<file path="src/source/renkon_pkg.sv">
package renkon_pkg;

  // ==================================================
  // widths and sizes
  // ==================================================
  localparam int data_width        = 16;
  localparam int len_width         = 8;
  localparam int mem_addr_width    = 12;
  localparam int net_addr_width    = 10;
  localparam int core_count        = 4;
  localparam int core_sel_width    = 2;
  localparam int serial_addr_width = 8;

  typedef enum logic [1:0] {
    phase_wait    = 2'd0,
    phase_network = 2'd1,
    phase_input   = 2'd2,
    phase_output  = 2'd3
  } phase_t;

  // raw layer request as driven from outside
  typedef struct packed {
    logic [len_width-1:0] total_in;
    logic [len_width-1:0] total_out;
    logic [len_width-1:0] img_height;
    logic [len_width-1:0] img_width;
    logic [len_width-1:0] conv_kern;
    logic [len_width-1:0] conv_pad;
  } layer_param_t;

  typedef struct packed {
    layer_param_t         layer;
    logic [len_width-1:0] fea_height;
    logic [len_width-1:0] fea_width;
  } job_param_t;

  typedef struct packed {
    logic [mem_addr_width-1:0] in_offset;
    logic [mem_addr_width-1:0] out_offset;
    logic [net_addr_width-1:0] net_offset;
  } mem_offset_t;

endpackage

</file>
<file path="src/source/renkon_param_decode.sv">
module renkon_param_decode
  import renkon_pkg::*;
  ( input                clk
  , input                xrst
  , input                req
  , input  phase_t       phase
  , input  layer_param_t param
  , input  mem_offset_t  offset
  , output logic         start
  , output job_param_t   job
  , output mem_offset_t  offset_q
  );

  logic                 req_q;
  logic [len_width-1:0] pad_both;

  // rising edge of the request level
  assign start = req && !req_q;

  // padding on both sides of the image
  assign pad_both = param.conv_pad << 1;

  always_ff @(posedge clk) begin
    if (!xrst) begin
      req_q <= 1'b0;
    end
    else begin
      req_q <= req;
    end
  end

  // capture only while idle, so a stray edge mid-job is ignored
  always_ff @(posedge clk) begin
    if (!xrst) begin
      job      <= '0;
      offset_q <= '0;
    end
    else if (start && phase == phase_wait) begin
      job.layer      <= param;
      job.fea_height <= param.img_height + pad_both - param.conv_kern + len_width'(1);
      job.fea_width  <= param.img_width + pad_both - param.conv_kern + len_width'(1);
      offset_q       <= offset;
    end
  end

endmodule

</file>
<file path="src/source/renkon_phase_ctrl.sv">
module renkon_phase_ctrl
  import renkon_pkg::*;
  ( input              clk
  , input              xrst
  , input              start
  , input  job_param_t job
  , input              net_end
  , input              input_end
  , input              output_end
  , output phase_t     phase
  , output logic       last_channel
  , output logic       final_group
  , output logic       first_input
  , output logic       last_input
  , output logic       ack
  );

  logic [len_width-1:0] count_in;
  logic [len_width-1:0] count_out;

  assign last_channel = count_in == job.layer.total_in - len_width'(1);

  // one bit wider so the group base cannot wrap
  assign final_group = {1'b0, count_out} + (len_width+1)'(core_count)
                    >= {1'b0, job.layer.total_out};

  // ==================================================
  // main phase machine
  // ==================================================
  always_ff @(posedge clk) begin
    if (!xrst) begin
      phase     <= phase_wait;
      count_in  <= '0;
      count_out <= '0;
    end
    else begin
      case (phase)
        phase_wait:
          if (start)
            phase <= phase_network;
        phase_network:
          if (net_end)
            phase <= phase_input;
        phase_input:
          if (input_end) begin
            if (last_channel) begin
              phase    <= phase_output;
              count_in <= '0;
            end
            else begin
              phase    <= phase_network;
              count_in <= count_in + len_width'(1);
            end
          end
        phase_output:
          if (output_end) begin
            if (final_group) begin
              phase     <= phase_wait;
              count_out <= '0;
            end
            else begin
              phase     <= phase_network;
              count_out <= count_out + len_width'(core_count);
            end
          end
        default:
          phase <= phase_wait;
      endcase
    end
  end

  // ==================================================
  // channel flags and ack
  // ==================================================
  always_ff @(posedge clk) begin
    if (!xrst) begin
      first_input <= 1'b0;
      last_input  <= 1'b0;
    end
    else begin
      first_input <= phase == phase_input && count_in == '0;
      last_input  <= phase == phase_input && last_channel;
    end
  end

  // idle high, low for the whole job
  always_ff @(posedge clk) begin
    if (!xrst) begin
      ack <= 1'b1;
    end
    else if (start && phase == phase_wait) begin
      ack <= 1'b0;
    end
    else if (output_end && final_group) begin
      ack <= 1'b1;
    end
  end

endmodule

</file>
<file path="src/source/renkon_net_addr.sv">
module renkon_net_addr
  import renkon_pkg::*;
  ( input                             clk
  , input                             xrst
  , input  phase_t                    phase
  , input  job_param_t                job
  , input  mem_offset_t               offset_q
  , input                             last_channel
  , input                             final_group
  , input                             net_we
  , input        [core_sel_width-1:0] net_sel
  , input        [net_addr_width-1:0] net_addr
  , output logic                      net_end
  , output logic                      wreg_we
  , output logic                      breg_we
  , output logic [core_count-1:0]     mem_net_we
  , output logic [net_addr_width-1:0] mem_net_addr
  );

  logic                      in_bias;
  logic                      weight_end;
  logic [len_width-1:0]      weight_x;
  logic [len_width-1:0]      weight_y;
  logic [net_addr_width-1:0] net_count;

  assign weight_end = phase == phase_network && !in_bias
                   && weight_x == job.layer.conv_kern - len_width'(1)
                   && weight_y == job.layer.conv_kern - len_width'(1);

  // the last channel also fetches one bias word
  assign net_end = last_channel ? phase == phase_network && in_bias : weight_end;

  // ==================================================
  // weight window and bias step
  // ==================================================
  always_ff @(posedge clk) begin
    if (!xrst) begin
      in_bias  <= 1'b0;
      weight_x <= '0;
      weight_y <= '0;
    end
    else if (phase != phase_network || in_bias) begin
      in_bias  <= 1'b0;
      weight_x <= '0;
      weight_y <= '0;
    end
    else begin
      in_bias <= weight_end && last_channel;
      if (weight_x == job.layer.conv_kern - len_width'(1)) begin
        weight_x <= '0;
        weight_y <= weight_end ? '0 : weight_y + len_width'(1);
      end
      else begin
        weight_x <= weight_x + len_width'(1);
      end
    end
  end

  always_ff @(posedge clk) begin
    if (!xrst) begin
      wreg_we <= 1'b0;
      breg_we <= 1'b0;
    end
    else begin
      wreg_we <= phase == phase_network && !in_bias;
      breg_we <= phase == phase_network && in_bias;
    end
  end

  // running net address, one word per weight or bias write
  always_ff @(posedge clk) begin
    if (!xrst) begin
      net_count <= '0;
    end
    else if (breg_we && final_group) begin
      net_count <= '0;
    end
    else if (wreg_we || breg_we) begin
      net_count <= net_count + net_addr_width'(1);
    end
  end

  // external load port overrides the fetch address
  always_comb begin
    for (int i = 0; i < core_count; i++) begin
      mem_net_we[i] = net_we && net_sel == core_sel_width'(i);
    end
  end

  assign mem_net_addr = net_we ? net_addr : offset_q.net_offset + net_count;

endmodule

</file>
<file path="src/source/renkon_img_addr.sv">
module renkon_img_addr
  import renkon_pkg::*;
  ( input                             clk
  , input                             xrst
  , input  phase_t                    phase
  , input  job_param_t                job
  , input  mem_offset_t               offset_q
  , input                             last_channel
  , input                             output_end
  , input                             img_we
  , output logic                      input_end
  , output logic                      pix_re
  , output logic [mem_addr_width-1:0] img_addr
  );

  logic                      scan_last;
  logic                      was_wait;
  logic [len_width-1:0]      scan_x;
  logic [len_width-1:0]      scan_y;
  logic [mem_addr_width-1:0] out_count;

  assign pix_re    = phase == phase_input;
  assign scan_last = scan_x == job.layer.img_width - len_width'(1)
                  && scan_y == job.layer.img_height - len_width'(1);
  assign input_end = pix_re && scan_last;

  // pixel scan, x first
  always_ff @(posedge clk) begin
    if (!xrst) begin
      scan_x <= '0;
      scan_y <= '0;
    end
    else if (!pix_re) begin
      scan_x <= '0;
      scan_y <= '0;
    end
    else if (scan_x == job.layer.img_width - len_width'(1)) begin
      scan_x <= '0;
      scan_y <= scan_last ? '0 : scan_y + len_width'(1);
    end
    else begin
      scan_x <= scan_x + len_width'(1);
    end
  end

  // words written back so far in this job
  always_ff @(posedge clk) begin
    if (!xrst) begin
      was_wait  <= 1'b1;
      out_count <= '0;
    end
    else begin
      was_wait <= phase == phase_wait;
      if (was_wait) begin
        out_count <= '0;
      end
      else if (img_we) begin
        out_count <= out_count + mem_addr_width'(1);
      end
    end
  end

  // offsets are valid one cycle after the job starts
  always_ff @(posedge clk) begin
    if (!xrst) begin
      img_addr <= '0;
    end
    else if (was_wait || output_end) begin
      img_addr <= offset_q.in_offset;
    end
    else if (input_end && last_channel) begin
      img_addr <= offset_q.out_offset + out_count;
    end
    else if (pix_re || img_we) begin
      img_addr <= img_addr + mem_addr_width'(1);
    end
  end

endmodule

</file>
<file path="src/source/renkon_out_serial.sv">
module renkon_out_serial
  import renkon_pkg::*;
  ( input                                clk
  , input                                xrst
  , input  phase_t                       phase
  , input  job_param_t                   job
  , input        [data_width-1:0]        out_wdata
  , output logic                         output_end
  , output logic [core_sel_width:0]      serial_re
  , output logic [serial_addr_width-1:0] serial_addr
  , output logic                         img_we
  , output logic [data_width-1:0]        img_wdata
  );

  logic                         reading;
  logic                         done;
  logic                         last_core;
  logic                         last_read;
  logic [core_sel_width-1:0]    core_idx;
  logic [serial_addr_width-1:0] last_addr;

  // words per result buffer, minus one
  assign last_addr = serial_addr_width'(job.fea_height * job.fea_width - 1);
  assign last_core = core_idx == core_sel_width'(core_count - 1);
  assign last_read = reading && last_core && serial_addr == last_addr;

  // core select, zero when idle
  assign serial_re = reading ? {1'b0, core_idx} + (core_sel_width+1)'(1) : '0;

  always_ff @(posedge clk) begin
    if (!xrst) begin
      reading     <= 1'b0;
      done        <= 1'b0;
      core_idx    <= '0;
      serial_addr <= '0;
    end
    else if (phase != phase_output) begin
      reading     <= 1'b0;
      done        <= 1'b0;
      core_idx    <= '0;
      serial_addr <= '0;
    end
    else if (!reading && !done) begin
      reading <= 1'b1;
    end
    else if (reading) begin
      if (serial_addr == last_addr) begin
        serial_addr <= '0;
        if (last_core) begin
          reading  <= 1'b0;
          done     <= 1'b1;
          core_idx <= '0;
        end
        else begin
          core_idx <= core_idx + core_sel_width'(1);
        end
      end
      else begin
        serial_addr <= serial_addr + serial_addr_width'(1);
      end
    end
  end

  // write back one cycle behind each read
  always_ff @(posedge clk) begin
    if (!xrst) begin
      img_we     <= 1'b0;
      output_end <= 1'b0;
    end
    else begin
      img_we     <= reading;
      output_end <= last_read;
    end
  end

  always_ff @(posedge clk) begin
    img_wdata <= out_wdata;
  end

endmodule

</file>
<file path="src/source/renkon_ctrl_core.sv">
module renkon_ctrl_core
  import renkon_pkg::*;
  ( input                                clk
  , input                                xrst
  , input                                req
  , input  layer_param_t                 param
  , input  mem_offset_t                  offset
  , input        [data_width-1:0]        out_wdata
  , input                                net_we
  , input        [core_sel_width-1:0]    net_sel
  , input        [net_addr_width-1:0]    net_addr
  , output logic                         ack
  , output phase_t                       phase
  , output logic                         first_input
  , output logic                         last_input
  , output logic                         wreg_we
  , output logic                         breg_we
  , output logic [core_count-1:0]        mem_net_we
  , output logic [net_addr_width-1:0]    mem_net_addr
  , output logic                         pix_re
  , output logic                         img_we
  , output logic [mem_addr_width-1:0]    img_addr
  , output logic [data_width-1:0]        img_wdata
  , output logic [core_sel_width:0]      serial_re
  , output logic [serial_addr_width-1:0] serial_addr
  );

  logic        start;
  logic        net_end;
  logic        input_end;
  logic        output_end;
  logic        last_channel;
  logic        final_group;
  job_param_t  job;
  mem_offset_t offset_q;

  // ==================================================
  // decode
  // ==================================================
  renkon_param_decode decode (.*);

  // ==================================================
  // execute
  // ==================================================
  renkon_phase_ctrl phase_ctrl (.*);

  renkon_net_addr net_addr_gen (.*);

  // ==================================================
  // result
  // ==================================================
  renkon_img_addr img_addr_gen (.*);

  renkon_out_serial out_serial (.*);

endmodule

</file>
<file path="config.mk">
export PLATFORM = sky130hd
export DESIGN_NAME = renkon_ctrl_core
export DESIGN_NICKNAME = d
export VERILOG_FILES = /design/src/source/renkon_pkg.sv /design/src/source/renkon_param_decode.sv /design/src/source/renkon_phase_ctrl.sv /design/src/source/renkon_net_addr.sv /design/src/source/renkon_img_addr.sv /design/src/source/renkon_out_serial.sv /design/src/source/renkon_ctrl_core.sv
export SDC_FILE = /design/constraint.sdc
export NUM_CORES = 1
export LEC_CHECK = 0
export BUFFER_PORTS_ARGS = -buffer_cell sky130_fd_sc_hd__buf_2
export CORE_ASPECT_RATIO = 1.5
export CORE_MARGIN = 10
export CORE_UTILIZATION = 45
export CTS_CLUSTER_SIZE = 40
export DETAILED_ROUTE_END_ITERATION = 10
export PLACE_DENSITY = 0.66
export SLEW_MARGIN = 20
export SYNTH_ARGS = -nofsm -noshare
export SYNTH_HDL_FRONTEND = slang
export SYNTH_HIERARCHICAL = 1
export SYNTH_SLANG_ARGS = --single-unit
</file>
<file path="constraint.sdc">
create_clock -name clk -period 8.75 [get_ports clk]
set_clock_uncertainty 0.2 [all_clocks]
set_input_delay 1.75 -clock clk [delete_from_list [all_inputs] [get_ports clk]]
set_output_delay 1.75 -clock clk [all_outputs]
set_load 0.01 [all_outputs]
</file>
==> summary.md, run 1 <==
The total negative setup slack was 0 ns; the total of buffers placed on input and output ports was 174. The tools report the post-cts resize count as 0. Traced cell by cell, the critical path runs through ha_1, fa_1, a21o_1, a21oi_1, o21bai_1, a211o_1, a31oi_1, xor2_1, o21ai_0, buf_2. The worst path buffer plus inverter count was 1. Counting along the longest clock path gives a buffer depth of 3.

The number of post-CTS setup repair buffers came out at 0. The tools report the headroom to the max-slew limit as 30.8%. The path class of the tightest hold or removal check is flop to flop.

The die is 230 um tall. The tightest hold margin was 0.255 ns; the hold buffer count at CTS was 0. At the pin with the least slew margin, the transition time is 1.04 ns. The first global-routing pass estimated 53600 um of wire. Relative to the synthesized area, the layout overhead comes to 14.3%. After clock tree synthesis, the clock-pin slew on the worst setup and hold paths is 0.06 ns.

176 I/O pins were placed. The leakage component of the power is 6.52 nW, and the number of antenna violations at the first check in global routing is 1. For this run, the number of Yosys warnings is 6. The logs give 0 for the count of final setup violators and 76 for the number of core rows. After legalization and detailed placement, the total HPWL measured 24700 um. Category of the critical setup timing path: flop to output port. The number of nets handed over by synthesis was 1780. The per-cell via count in the routed design is 5.26, and the largest fanout of any net on the critical path is 4. In this run the clock root is driven by a sky130_fd_sc_hd__clkbuf_16. After layout, the worst path uses 56.3% of the clock period.

After layout, the worst setup slack is 3.82 ns. The logs give 6.80 ns for the worst endpoint required time and 0.157 mV for the worst voltage drop across the vdd grid. Across the run, the number of max-cap violations was 0. The tools report the via count of the first global-routing pass as 11075. Setup slack at placement: 3.93 ns. The logs give 1 for the H-tree level count and 0 for the number of pins with negative max-slew slack in the final report. The global-route total usage across every layer was 17.1%; the total CTS buffers was 23.

The pre-antenna-repair detailed-routing pass consisted of 5 iterations. The cell area that synthesis handed to floorplanning was 13200 sq um. For this design, the sink count on the clock tree is 210. The run gives 0 as the sum of overflow across all layers after global routing. Setup repair after global routing left no endpoint under its margin.

The die is 160 um wide. The largest single stage delay on the critical path is 0.40 ns. For the count of placed standard cells including taps, the log shows 2068. STA classifies the critical path endpoint as an output port. For the detailed-route via count, the log shows 11100. The most critical setup path has its startpoint at net_addr_gen/net_count[0]. The tools report the clock latency of the later-clocked register in the worst-skew pair as 0.53 ns. The slowest stage of the critical path is the sky130_fd_sc_hd__fa_1 cell. For this run, the top clock speed supported by timing is 203 MHz.

In the final layout, the share of cells above drive strength 1 is 15.8%. The core region is 28800 sq um. The worst path in the final design needs a cycle of 4.93 ns, including I/O delays and setup.

The cell area power density was 168 nW/um^2. The post-detailed-route wirelength per cell was 15.4 um. The die covers 36800 sq um. The cell count after synthesis came out at 1560. The number of non-filler instances in the completed layout came out at 2111. The run finished with clean final reports. For the post-route antenna net violation count, the log shows 0. Critical hold path startpoint: decode/job[54]. The final layout contains routed wiring with a total length of 32600 um.

For this run, design rule violations remaining after detail routing come to 0. Number of hold violations in the final report: 0. TritonCTS built the clock tree. A synthesized cell averages 8.47 sq um. Effective utilization at floorplan: 45.9%. Number of violations reported at the end of detailed-routing iteration 0: 516. The global placer's final weighted congestion is 0.844. Among cell families on the critical path, the largest total delay comes from compound AO/OA/AOI/OAI gates. The logs give 2.98 ns for the worst path arrival time and 101 for the maximum number of pins on one net before global-route repair.

Sort of element at the start of the critical path: a flop. The net count of the finished layout is 1923. The startpoint identified for the worst register-to-register timing path is decode/job[1].
-- through the flow --
step	utilization, %	instance area, sq um	power (W)
2_1_floorplan	-	13200	0.00137
3_3_place_gp	49.5	14300	0.00148
3_5_place_dp	49.5	14300	0.00149
4_1_cts	52.5	15100	0.00257
5_1_grt	52.5	15100	0.00266
6_report	52.5	15100	0.00254
-- flip-flops by register name, summed over array words and instances (netlist names), 2 cells and up --
| name | flops |
|---|---|
| decode/job | 56 |
| decode/offset_q | 34 |
| out_serial/img_wdata | 16 |
| img_addr_gen/img_addr | 12 |
| img_addr_gen/out_count | 12 |
| net_addr_gen/net_count | 10 |
| img_addr_gen/scan_x | 8 |
| img_addr_gen/scan_y | 8 |
| net_addr_gen/weight_x | 8 |
| net_addr_gen/weight_y | 8 |
| out_serial/serial_addr | 8 |
| phase_ctrl/count_in | 8 |
| phase_ctrl/count_out | 6 |
| out_serial/core_idx | 2 |
| phase_ctrl/phase | 2 |
-- worst register-to-register path, delay by kind of cell (launching register included) --
kind                       cells  cell delay (ns)
AOI/OAI and AO/OA              3             0.39
xor gates and xnor gates       1             0.51
adders and majority gates      5             2.33
buffers and inverters          4             0.20
DFF                            1             0.48
and+or+nand+nor                2             0.62
-- power by group --
part	internal (W)	leakage, nW	switching, W
clock	0.000672	0.417	0.000401
combinational	0.000187	4.39	0.000241
sequential	0.000993	1.71	0.0000416
total	0.00185	6.52	0.000684
-- metal layers --
metal / GRT usage [%] / up-vias / share of wire (%)
met5: 0 / - / 0
met4: 6.13 / 0 / 2.4
met3: 3.22 / 40 / 4.8
met2: 31.3 / 229 / 51
met1: 19.2 / 5191 / 42
li1: - / 5640 / -
-- path summary, 6_finish.rpt --
check	slack (ns)	cells past startpoint	end
setup / recovery	3.82	10	mem_net_addr[8]
hold / removal	0.25	2	decode/job[54]
setup reg to reg	3.96	15	out_serial/core_idx[0]
hold reg to reg	0.25	2	decode/job[54]
-- final cells by class --
class / count / area [sq um]
diodes: 1 / 2.50
clock buffers: 30 / 652
clock inverters: 12 / 191
fillers: 2734 / 13700
inverters: 111 / 417
multi-input cells: 1180 / 8270
flip-flops and latches: 210 / 4200
well taps: 390 / 488
repair buffers: 177 / 896
-- placed cells by master (no fill, tap or decap), types with 6 or more instances in the layout --
master	n
sky130_fd_sc_hd__nand2_1	272
sky130_fd_sc_hd__dfxtp_1	210
sky130_fd_sc_hd__buf_2	173
sky130_fd_sc_hd__inv_1	109
sky130_fd_sc_hd__nor2_1	88
sky130_fd_sc_hd__xor2_1	76
sky130_fd_sc_hd__a21boi_1	75
sky130_fd_sc_hd__ha_1	75
sky130_fd_sc_hd__xnor2_1	65
sky130_fd_sc_hd__a21oi_1	57
sky130_fd_sc_hd__nand3_1	48
sky130_fd_sc_hd__o21ai_0	40
sky130_fd_sc_hd__nor3_1	31
sky130_fd_sc_hd__fa_1	31
sky130_fd_sc_hd__and3_1	29
sky130_fd_sc_hd__clkbuf_16	23
sky130_fd_sc_hd__a21o_1	16
sky130_fd_sc_hd__nand4_1	15
sky130_fd_sc_hd__and2_1	14
sky130_fd_sc_hd__nor2b_1	11
sky130_fd_sc_hd__o211ai_1	10
sky130_fd_sc_hd__a211oi_1	10
sky130_fd_sc_hd__nand3b_1	9
sky130_fd_sc_hd__or3_1	9
sky130_fd_sc_hd__mux2i_1	9
sky130_fd_sc_hd__o211a_1	8
sky130_fd_sc_hd__nor4_1	8
sky130_fd_sc_hd__nor3b_1	8
sky130_fd_sc_hd__or2_2	7
sky130_fd_sc_hd__a211o_1	7
sky130_fd_sc_hd__a21boi_0	7
sky130_fd_sc_hd__o21a_1	7
sky130_fd_sc_hd__a31oi_1	7
sky130_fd_sc_hd__a22o_1	7
sky130_fd_sc_hd__nand2b_1	6
sky130_fd_sc_hd__o221ai_1	6
Note: power is estimated with default switching activity, not from simulation.
==> run 2: changes to the inputs <==
--- a/config.mk
+++ b/config.mk
@@ -11,7 +11,7 @@
 export CORE_UTILIZATION = 45
 export CTS_CLUSTER_SIZE = 40
 export DETAILED_ROUTE_END_ITERATION = 10
-export PLACE_DENSITY = 0.66
+export PLACE_DENSITY = 0.68
 export SLEW_MARGIN = 20
 export SYNTH_ARGS = -nofsm -noshare
 export SYNTH_HDL_FRONTEND = slang
==> constraint.sdc (replaced) <==
create_clock -name clk -period 4.5 [get_ports clk]
set_clock_uncertainty 0.2 [all_clocks]
set_input_delay 0.9 -clock clk [delete_from_list [all_inputs] [get_ports clk]]
set_output_delay 0.9 -clock clk [all_outputs]
set_load 0.01 [all_outputs]
==> run 2 against run 1 <==
Against the previous run: routed wire length is 2.6% higher; hold slack worse by 0.0042 ns; highest routed layer unchanged; sequential share of layout area is 0.56 points lower.
==> summary.md, run 2 (synthesis gave the netlist of run 1 again) <==
The run finished with clean final reports. The final period demand of the worst path is 4.45 ns, and the core area is 28800 sq um. From left edge to right edge, the die measures 160 um. The first detailed-routing pass took 5 iterations. After detailed routing, the number of vias per cell comes to 5.28. The die area is 36800 sq um, and the transition time at the pin with the least slew margin is 0.937 ns. STA classifies the critical path startpoint as a flop. Buffers inserted during clock tree synthesis total 24. For this run, the slowest stage of the critical path takes 0.58 ns. The initial utilization of the core area, before any placement, comes to 45.9%. The detailed-route via count came out at 11296. In this run the deepest clock path goes through 3 buffers. The clock latency of the later-clocked register in the worst-skew pair is 0.52 ns, and the number of hold violations in the final report is 0.

By startpoint and endpoint, the worst setup path is classified as flop to flop. The path depth of the worst reg2reg path was 17. The number of pins with negative max-slew slack in the final report was 0; the headroom to the max-slew limit was 37.0%. The routed design has 33500 um of wire. In the final layout, the registers with the most flip-flops are decode/job x56, decode/offset_q x34, out_serial/img_wdata x16. The logs give 76 for the number of core rows and 0 ns for the total negative setup slack. Master cell of the clock root buffer: sky130_fd_sc_hd__clkbuf_16.

Measured along the y axis, the die boundary spans 230 um. The HPWL after detailed placement is 25800 um. Among all stages on the critical path, the largest delay is contributed by sky130_fd_sc_hd__fa_2. In the finished design, the share of the clock period the worst path needs comes to 98.8%. Cells fill 53.8% of the core in the end.

The cell depth of the worst min-delay path was 2. Setup repair after global routing could not meet its margin everywhere. Setup slack closes at 0.0548 ns. For the count of final setup violators, the log shows 0.

At the worst endpoint, the arrival time is 4.69 ns. The worst-case IR drop observed on VDD is 0.334 mV. Timing analysis after detailed placement gives a worst setup slack of -0.120 ns. The count of filler cells inserted in the layout was 2739.

Gate family responsible for the most delay along the worst path: adder cells. The clock sink total is 210, and the number of violations reported at the end of detailed-routing iteration 0 is 579. The library cell used most frequently in the layout, excluding fill and tap cells, is sky130_fd_sc_hd__nand2_1.

The path with the worst hold slack has its endpoint at decode/job[53]. The endpoint identified for the worst register-to-register timing path is out_serial/core_idx[0]. The area growth from synthesis to layout is 17.3%.

In this run, placement finished with an instance count of 2090. Walking the worst path, the cells encountered are buf_6, and2_4, fa_2, ha_4, ha_4, inv_2, fa_1, inv_1, ha_1, a21o_1, a21oi_2, buf_4, xnor2_1, nand4b_1, or2_4, or4_4, a21oi_2. The tools report the I/O pin count as 176. In this run the tool buffered the top-level ports with 174 buffer cells.

The global-route total usage across every layer was 17.2%; the largest fanout of any net on the critical path was 4. The min-delay analysis places its worst path in the category flop to flop. For the achievable clock frequency, the log shows 225 MHz.

Number of antenna violations at the first check in global routing: 1. For this run, the number of standard cells in the final layout without fillers is 2138. The critical register-to-register path startpoint was decode/job[0]. The top cell types in the final layout, fill and taps aside, are 268 x sky130_fd_sc_hd__nand2_1, 201 x sky130_fd_sc_hd__dfxtp_1, 173 x sky130_fd_sc_hd__buf_2.

The logs give 77 for the maximum number of pins on one net before global-route repair and 0 for the sum of overflow across all layers after global routing. The post-route antenna net violation count came out at 0. In this run the register-to-register setup slack is 0.05 ns. The logs give 11257 for the via count of the first global-routing pass and 0 for the hold buffer count at CTS. The tools report the layout net count as 1952. The tools report the H-tree level count as 1.

The tool flagged a number of max-cap violations equal to 0. Of the cells placed in the final design, the portion with a size suffix greater than 1 is 19.3%. The number of antenna diodes in the final layout is 0. Together, buffers and inverters on the worst path number 4. The total area of sequential cells was 4230 sq um. TritonCTS built the clock tree. The worst setup path is captured at a flop.

Critical hold path startpoint: decode/job[53]. Summed over all cells, the static leakage comes to 6.69 nW. The tools report the final routed DRC violation total as 0.

decode/job holds more flip-flops than any other register. The register with the most flip-flops in the layout has 56 of them. The first global-routing pass estimated 54000 um of wire. Cell area power density: 321 nW/um^2. The global placer's final weighted congestion came out at 0.876. The total area of multi-input combinational cells is 8420 sq um. The clock transition time at the flip-flop clock pins of the worst setup and hold paths was 0.06 ns; the post-detailed-route wirelength per cell was 15.6 um. Data on the critical path is required at its endpoint by 4.74 ns.
-- run 2: where the power goes --
group / switching [W] / internal [W] / total, W
clock: 0.000793 / 0.00124 / 0.00203
combinational: 0.000507 / 0.000427 / 0.000935
sequential: 0.0000754 / 0.00193 / 0.00201
-- run 2: layer usage --
metal,track usage (%),part of all wire [%]
met5,0,0
met4,5.03,2.4
met3,2.84,4.0
met2,32.2,52
met1,19.3,42
-- run 2: timing repair --
action | in CTS | in global routing
gates cloned | 0 | 0
gates resized for setup | 10 | 38
pin swaps | 1 | 32
setup buffers | 0 | 5
hold endpoints to repair | 0 | 0
endpoints found under the setup margin | 11 | 13
-- run 2: final cells by class --
type | instances | share of cell area (%)
Multi-Input combinational cell | 1180 | 54.3
Sequential cell | 210 | 27.3
Timing Repair Buffer | 205 | 7.30
Clock buffer | 32 | 4.39
Tap cell | 390 | 3.15
Inverter | 111 | 2.69
Clock inverter | 10 | 0.936
-- run 2: worst max-delay path by stage --
| stage | start | to | slack [ns] | cells after the start |
|---|---|---|---|---|
| global route | decode/job[0] | out_serial/core_idx[0] | -0.07 | 17 |
| floorplan | decode/job[2] | out_serial/core_idx[0] | 0.04 | 15 |
| global placement | decode/job[2] | out_serial/core_idx[0] | -0.03 | 15 |
| detailed placement | decode/job[2] | out_serial/core_idx[0] | -0.12 | 15 |
| finish | decode/job[0] | out_serial/core_idx[0] | 0.05 | 17 |
| CTS | decode/job[2] | out_serial/core_idx[0] | 0.008 | 15 |
-- run 2: worst min-delay path, cell delays in order (launching register included) --
cell and delay (ns):
sky130_fd_sc_hd__dfxtp_1 0.30, sky130_fd_sc_hd__nand2_1 0.05, sky130_fd_sc_hd__a21boi_1 0.05
-- run 2: per-stage QoR --
stage	cell area (sq um)	power, W	hold slack, ns
2_1_floorplan	13200	0.00266	0.227
3_3_place_gp	14400	0.00290	0.240
3_5_place_dp	14400	0.00293	0.246
4_1_cts	15300	0.00499	0.253
5_1_grt	15500	0.00521	0.255
6_report	15500	0.00497	0.250
==> run 3: changes to the inputs <==
--- a/config.mk
+++ b/config.mk
@@ -11,9 +11,9 @@
 export CORE_UTILIZATION = 45
 export CTS_CLUSTER_SIZE = 40
 export DETAILED_ROUTE_END_ITERATION = 10
-export PLACE_DENSITY = 0.68
+export PLACE_DENSITY = 0.69
+export SETUP_SLACK_MARGIN = 0.02
 export SLEW_MARGIN = 20
 export SYNTH_ARGS = -nofsm -noshare
 export SYNTH_HDL_FRONTEND = slang
-export SYNTH_HIERARCHICAL = 1
 export SYNTH_SLANG_ARGS = --single-unit
==> run 3 against run 2 <==
Against the previous run: final cell count down 5.0%; die area fell by 4.9%; routed wire length shrank 5.9%; non-clock buffer count decreased by 12; global-route usage grew 0.32 points; final area shrank 6.2%; sequential cell count stayed put; largest cell class unchanged; largest power group is now sequential cells.
==> summary.md, run 3 <==
Across the run, the number of max-cap violations was 0. After floorplanning, the core was divided into 74 placement rows. The post-route antenna net violation count is 0. Summed over all nets, wire length on met2 after detailed routing comes to 16900 um. The average size of a mapped cell was 8.16 sq um. The worst setup path is launched from a flop.

In the final layout, the registers with the most flip-flops are decode.job x56, decode.offset_q x34, out_serial.img_wdata x16. The count of placed standard cells including taps was 1989. The clock latency of the later-clocked register in the worst-skew pair is 0.54 ns, and the post-route fraction of the period consumed by the critical path is 98.2%. The most frequent cell after synthesis was sky130_fd_sc_hd__nand2_1.

For hold timing, the worst endpoint is decode.job[48]. The category of the critical setup timing path was flop to flop. The tree is rooted in a sky130_fd_sc_hd__clkbuf_16. In this run the critical register-to-register path is launched from decode.job[1]. The cell area power density was 329 nW/um^2.

The die covers 35000 sq um. The total of buffers placed on input and output ports was 174; the via count of the first global-routing pass was 10760. Walking the worst path, the cells encountered are nand2_4, fa_1, fa_1, fa_1, fa_2, xnor2_2, xnor2_1, xnor2_1, xnor2_1, xnor3_1, nand4_1, or4_1, a21oi_2. The number of non-filler instances in the completed layout is 2031. Measured in cells, the most critical reg-to-reg path has a length of 13. The cell depth of the worst min-delay path is 2. Grouping stages by cell kind, the critical path spends the most delay in adder cells. In the layout the commonest cells are 259 x sky130_fd_sc_hd__nand2_1, 200 x sky130_fd_sc_hd__dfxtp_1, 174 x sky130_fd_sc_hd__buf_2.

The layout net count is 1895, and the flip-flop count of the largest register, all copies and words added is 56. Clock transition time at the flip-flop clock pins of the worst setup and hold paths: 0.06 ns. For the worst setup path, the data arrival time is 4.68 ns. STA classifies the critical path endpoint as a flop. The run gives 32.3% as the headroom to the max-slew limit. The logs give 0 for the number of pins with negative max-slew slack in the final report and 1752 for the synthesized netlist net count.

Post-synthesis cell count: 1532. The most frequent standard cell in the layout excluding fill and tap cells was sky130_fd_sc_hd__nand2_1. Fill cells in the final layout number 2510.

Of the cells placed in the final design, the portion with a size suffix greater than 1 is 16.6%. After detailed routing, the number of vias per cell comes to 5.28. The routed layout has 10732 vias.

Relative to the synthesized area, the layout overhead comes to 16.4%. The number of storage elements in the synthesis netlist works out to 210. Across every metal layer, demand over resource in global routing totals 17.5%. The Yosys step of the flow raised 0 warnings.

The tools report the number of hold violations in the final report as 0. The logs give 0.00478 W for the overall power and 0 for the sum of overflow across all layers after global routing. The global-route wire length before repair was 51500 um; the count of final setup violators was 0. For this run, the leading register cell type out of synthesis is sky130_fd_sc_hd__dfxtp_1.

For the tightest hold margin, the log shows 0.254 ns. The logs give 0.08 ns for the register-to-register path setup slack and 0.897 for the global placer's final weighted congestion. For the final routed database, the setup TNS stands at 0 ns. After the first detailed-routing iteration, the DRC count stood at 467. After detailed routing, the number of remaining DRC violations is 0. TritonCTS built the clock tree.

After clock tree synthesis, the flow added hold-fix buffers numbering 0. The worst endpoint required time came out at 4.75 ns. The kind of path behind the tightest hold check was flop to flop. For this design the top-level I/O count stands at 176. The routed metal-1 wirelength was 12300 um. Measured along the y axis, the die boundary spans 224 um. In this run the cell area measured after placement is 13600 sq um. Highest cell delay on the worst timing path: 0.60 ns. Of all cell types, the one taking the most synthesized area is sky130_fd_sc_hd__dfxtp_1. The number of antenna violations at the first check in global routing is 0, and the die outline width is 156 um. The detailed placer's ending HPWL is 24000 um, and the effective utilization at floorplan is 45.7%. Of the synthesized area, sequential elements account for 33.6%.

At the pin with the least slew margin, the transition time is 1.01 ns. For the detailed route wirelength on metal3, the log shows 1440 um. Timing would allow up to 226 MHz. The clock net in this run drives a total of 210 sinks. Counting flops with a built-in enable in the synthesized netlist gives 0. The detailed router used layers up to and including met4.

After synthesis, the largest area contributor takes up 33.6% of total cell area. By count the netlist is led by 264 x sky130_fd_sc_hd__nand2_1, 210 x sky130_fd_sc_hd__dfxtp_1, 139 x sky130_fd_sc_hd__a21oi_1. The run finished with clean final reports. The aggregate routed wire length was 31500 um. The register with the most flip-flops in the final layout is decode.job. VDD sags by at most 0.265 mV. The total CTS buffers came out at 23. The H-tree level count is 1, and the post-detailed-route wirelength per cell is 15.5 um. The fraction of registers with async set or reset after synthesis was 0%. The netlist uses 72 different library cells. Area of all placed cells without fillers: 14500 sq um. Together, buffers and inverters on the worst path number 0.

Setup repair after global routing could not meet its margin everywhere. The first detailed-routing pass ran for 5 iterations. The number of antenna diodes was 0. The slowest cell on the critical path is sky130_fd_sc_hd__fa_1.

Critical hold path startpoint: decode.job[48]. The core area was 27300 sq um. In the post-synthesis netlist, the biggest area contributors are sky130_fd_sc_hd__dfxtp_1 34%, sky130_fd_sc_hd__nand2_1 7.9%, sky130_fd_sc_hd__ha_1 7.5%, sky130_fd_sc_hd__xor2_1 6.6%, sky130_fd_sc_hd__xnor2_1 5.7%. Along the worst path, the maximum fanout reaches 5. Counting along the longest clock path gives a buffer depth of 3.

In this run the static leakage power is 6.27 nW. The cell area after synthesis came out at 12500 sq um. Entering global routing, the biggest net connects 61 pins.

The smallest clock period supported by the final layout is computed as 4.42 ns. The endpoint identified for the worst register-to-register timing path is out_serial.core_idx[0].
run 3: cell types whose count changed in the layout (fill, tap and decap cells not counted), sizes merged, moves of 11 or more:
cell	change
a21oi	+82
a21boi	-79
nor2	+21
xor2	+16
xnor2	+14
nand2	-12
buf	-11
nor3	-11
run 3: cells by family after synthesis:
logic type	synth area share [%]
buf+inv	5.43
xor+xnor	12.4
simple gates	21.5
fa+ha+maj	12.5
flops	33.6
compound gates	13.4
mux	1.07
run 3: timing repair:
item / 4_1_cts / 5_1_grt
setup endpoints to repair: 11 / 13
resized for setup: 6 / 36
hold endpoints to repair: 0 / 0
buffers inserted: 0 / 3
pin swaps: 1 / 23
run 3: how the worst max path moves through the flow:
stage / startpoint / to / depth (start not counted)
2_1_floorplan: decode.job[8] / out_serial.reading / 15
3_3_place_gp: decode.job[2] / out_serial.core_idx[0] / 16
3_5_place_dp: decode.job[2] / out_serial.core_idx[0] / 13
4_1_cts: decode.job[2] / out_serial.core_idx[0] / 13
5_1_grt: decode.job[8] / out_serial.core_idx[0] / 18
6_report: decode.job[1] / out_serial.core_idx[0] / 13
run 3: worst reg2reg max path, cell delays in order (launching register included):
cell	delay [ns]
sky130_fd_sc_hd__dfxtp_4	0.39
sky130_fd_sc_hd__nand2_4	0.06
sky130_fd_sc_hd__fa_1	0.60
sky130_fd_sc_hd__fa_1	0.46
sky130_fd_sc_hd__fa_1	0.49
sky130_fd_sc_hd__fa_2	0.37
sky130_fd_sc_hd__xnor2_2	0.14
sky130_fd_sc_hd__xnor2_1	0.16
sky130_fd_sc_hd__xnor2_1	0.15
sky130_fd_sc_hd__xnor2_1	0.10
sky130_fd_sc_hd__xnor3_1	0.38
sky130_fd_sc_hd__nand4_1	0.20
sky130_fd_sc_hd__or4_1	0.54
sky130_fd_sc_hd__a21oi_2	0.12
run 3: where the power goes:
group / switching, W / internal, W / total (W)
sequential: 0.0000803 / 0.00194 / 0.00202
combinational: 0.000466 / 0.000403 / 0.000868
clock: 0.000760 / 0.00114 / 0.00190
run 3: metal layers:
layer	GRT usage (%)	vias to the layer above
met1	18.7	5046
met2	33.4	213
li1	-	5423
met5	0	-
met4	5.65	0
met3	3.15	50
run 3: per-stage QoR:
stage	util [%]	setup slack (ns)
2_1_floorplan	-	0.0678
3_3_place_gp	49.9	0.0412
3_5_place_dp	49.9	-0.0551
4_1_cts	52.7	0.0267
5_1_grt	53.2	-0.0946
6_report	53.2	0.0790
run 3: cell type report:
type | instances | area, sq um | area share (%)
clock buffer | 34 | 667 | 4.59
sequential | 210 | 4230 | 29.1
timing repair buffer | 193 | 1030 | 7.08
inverter | 103 | 388 | 2.67
clock inverter | 5 | 90.1 | 0.619
tap | 342 | 428 | 2.94
multi-input combinational | 1144 | 7710 | 53.0
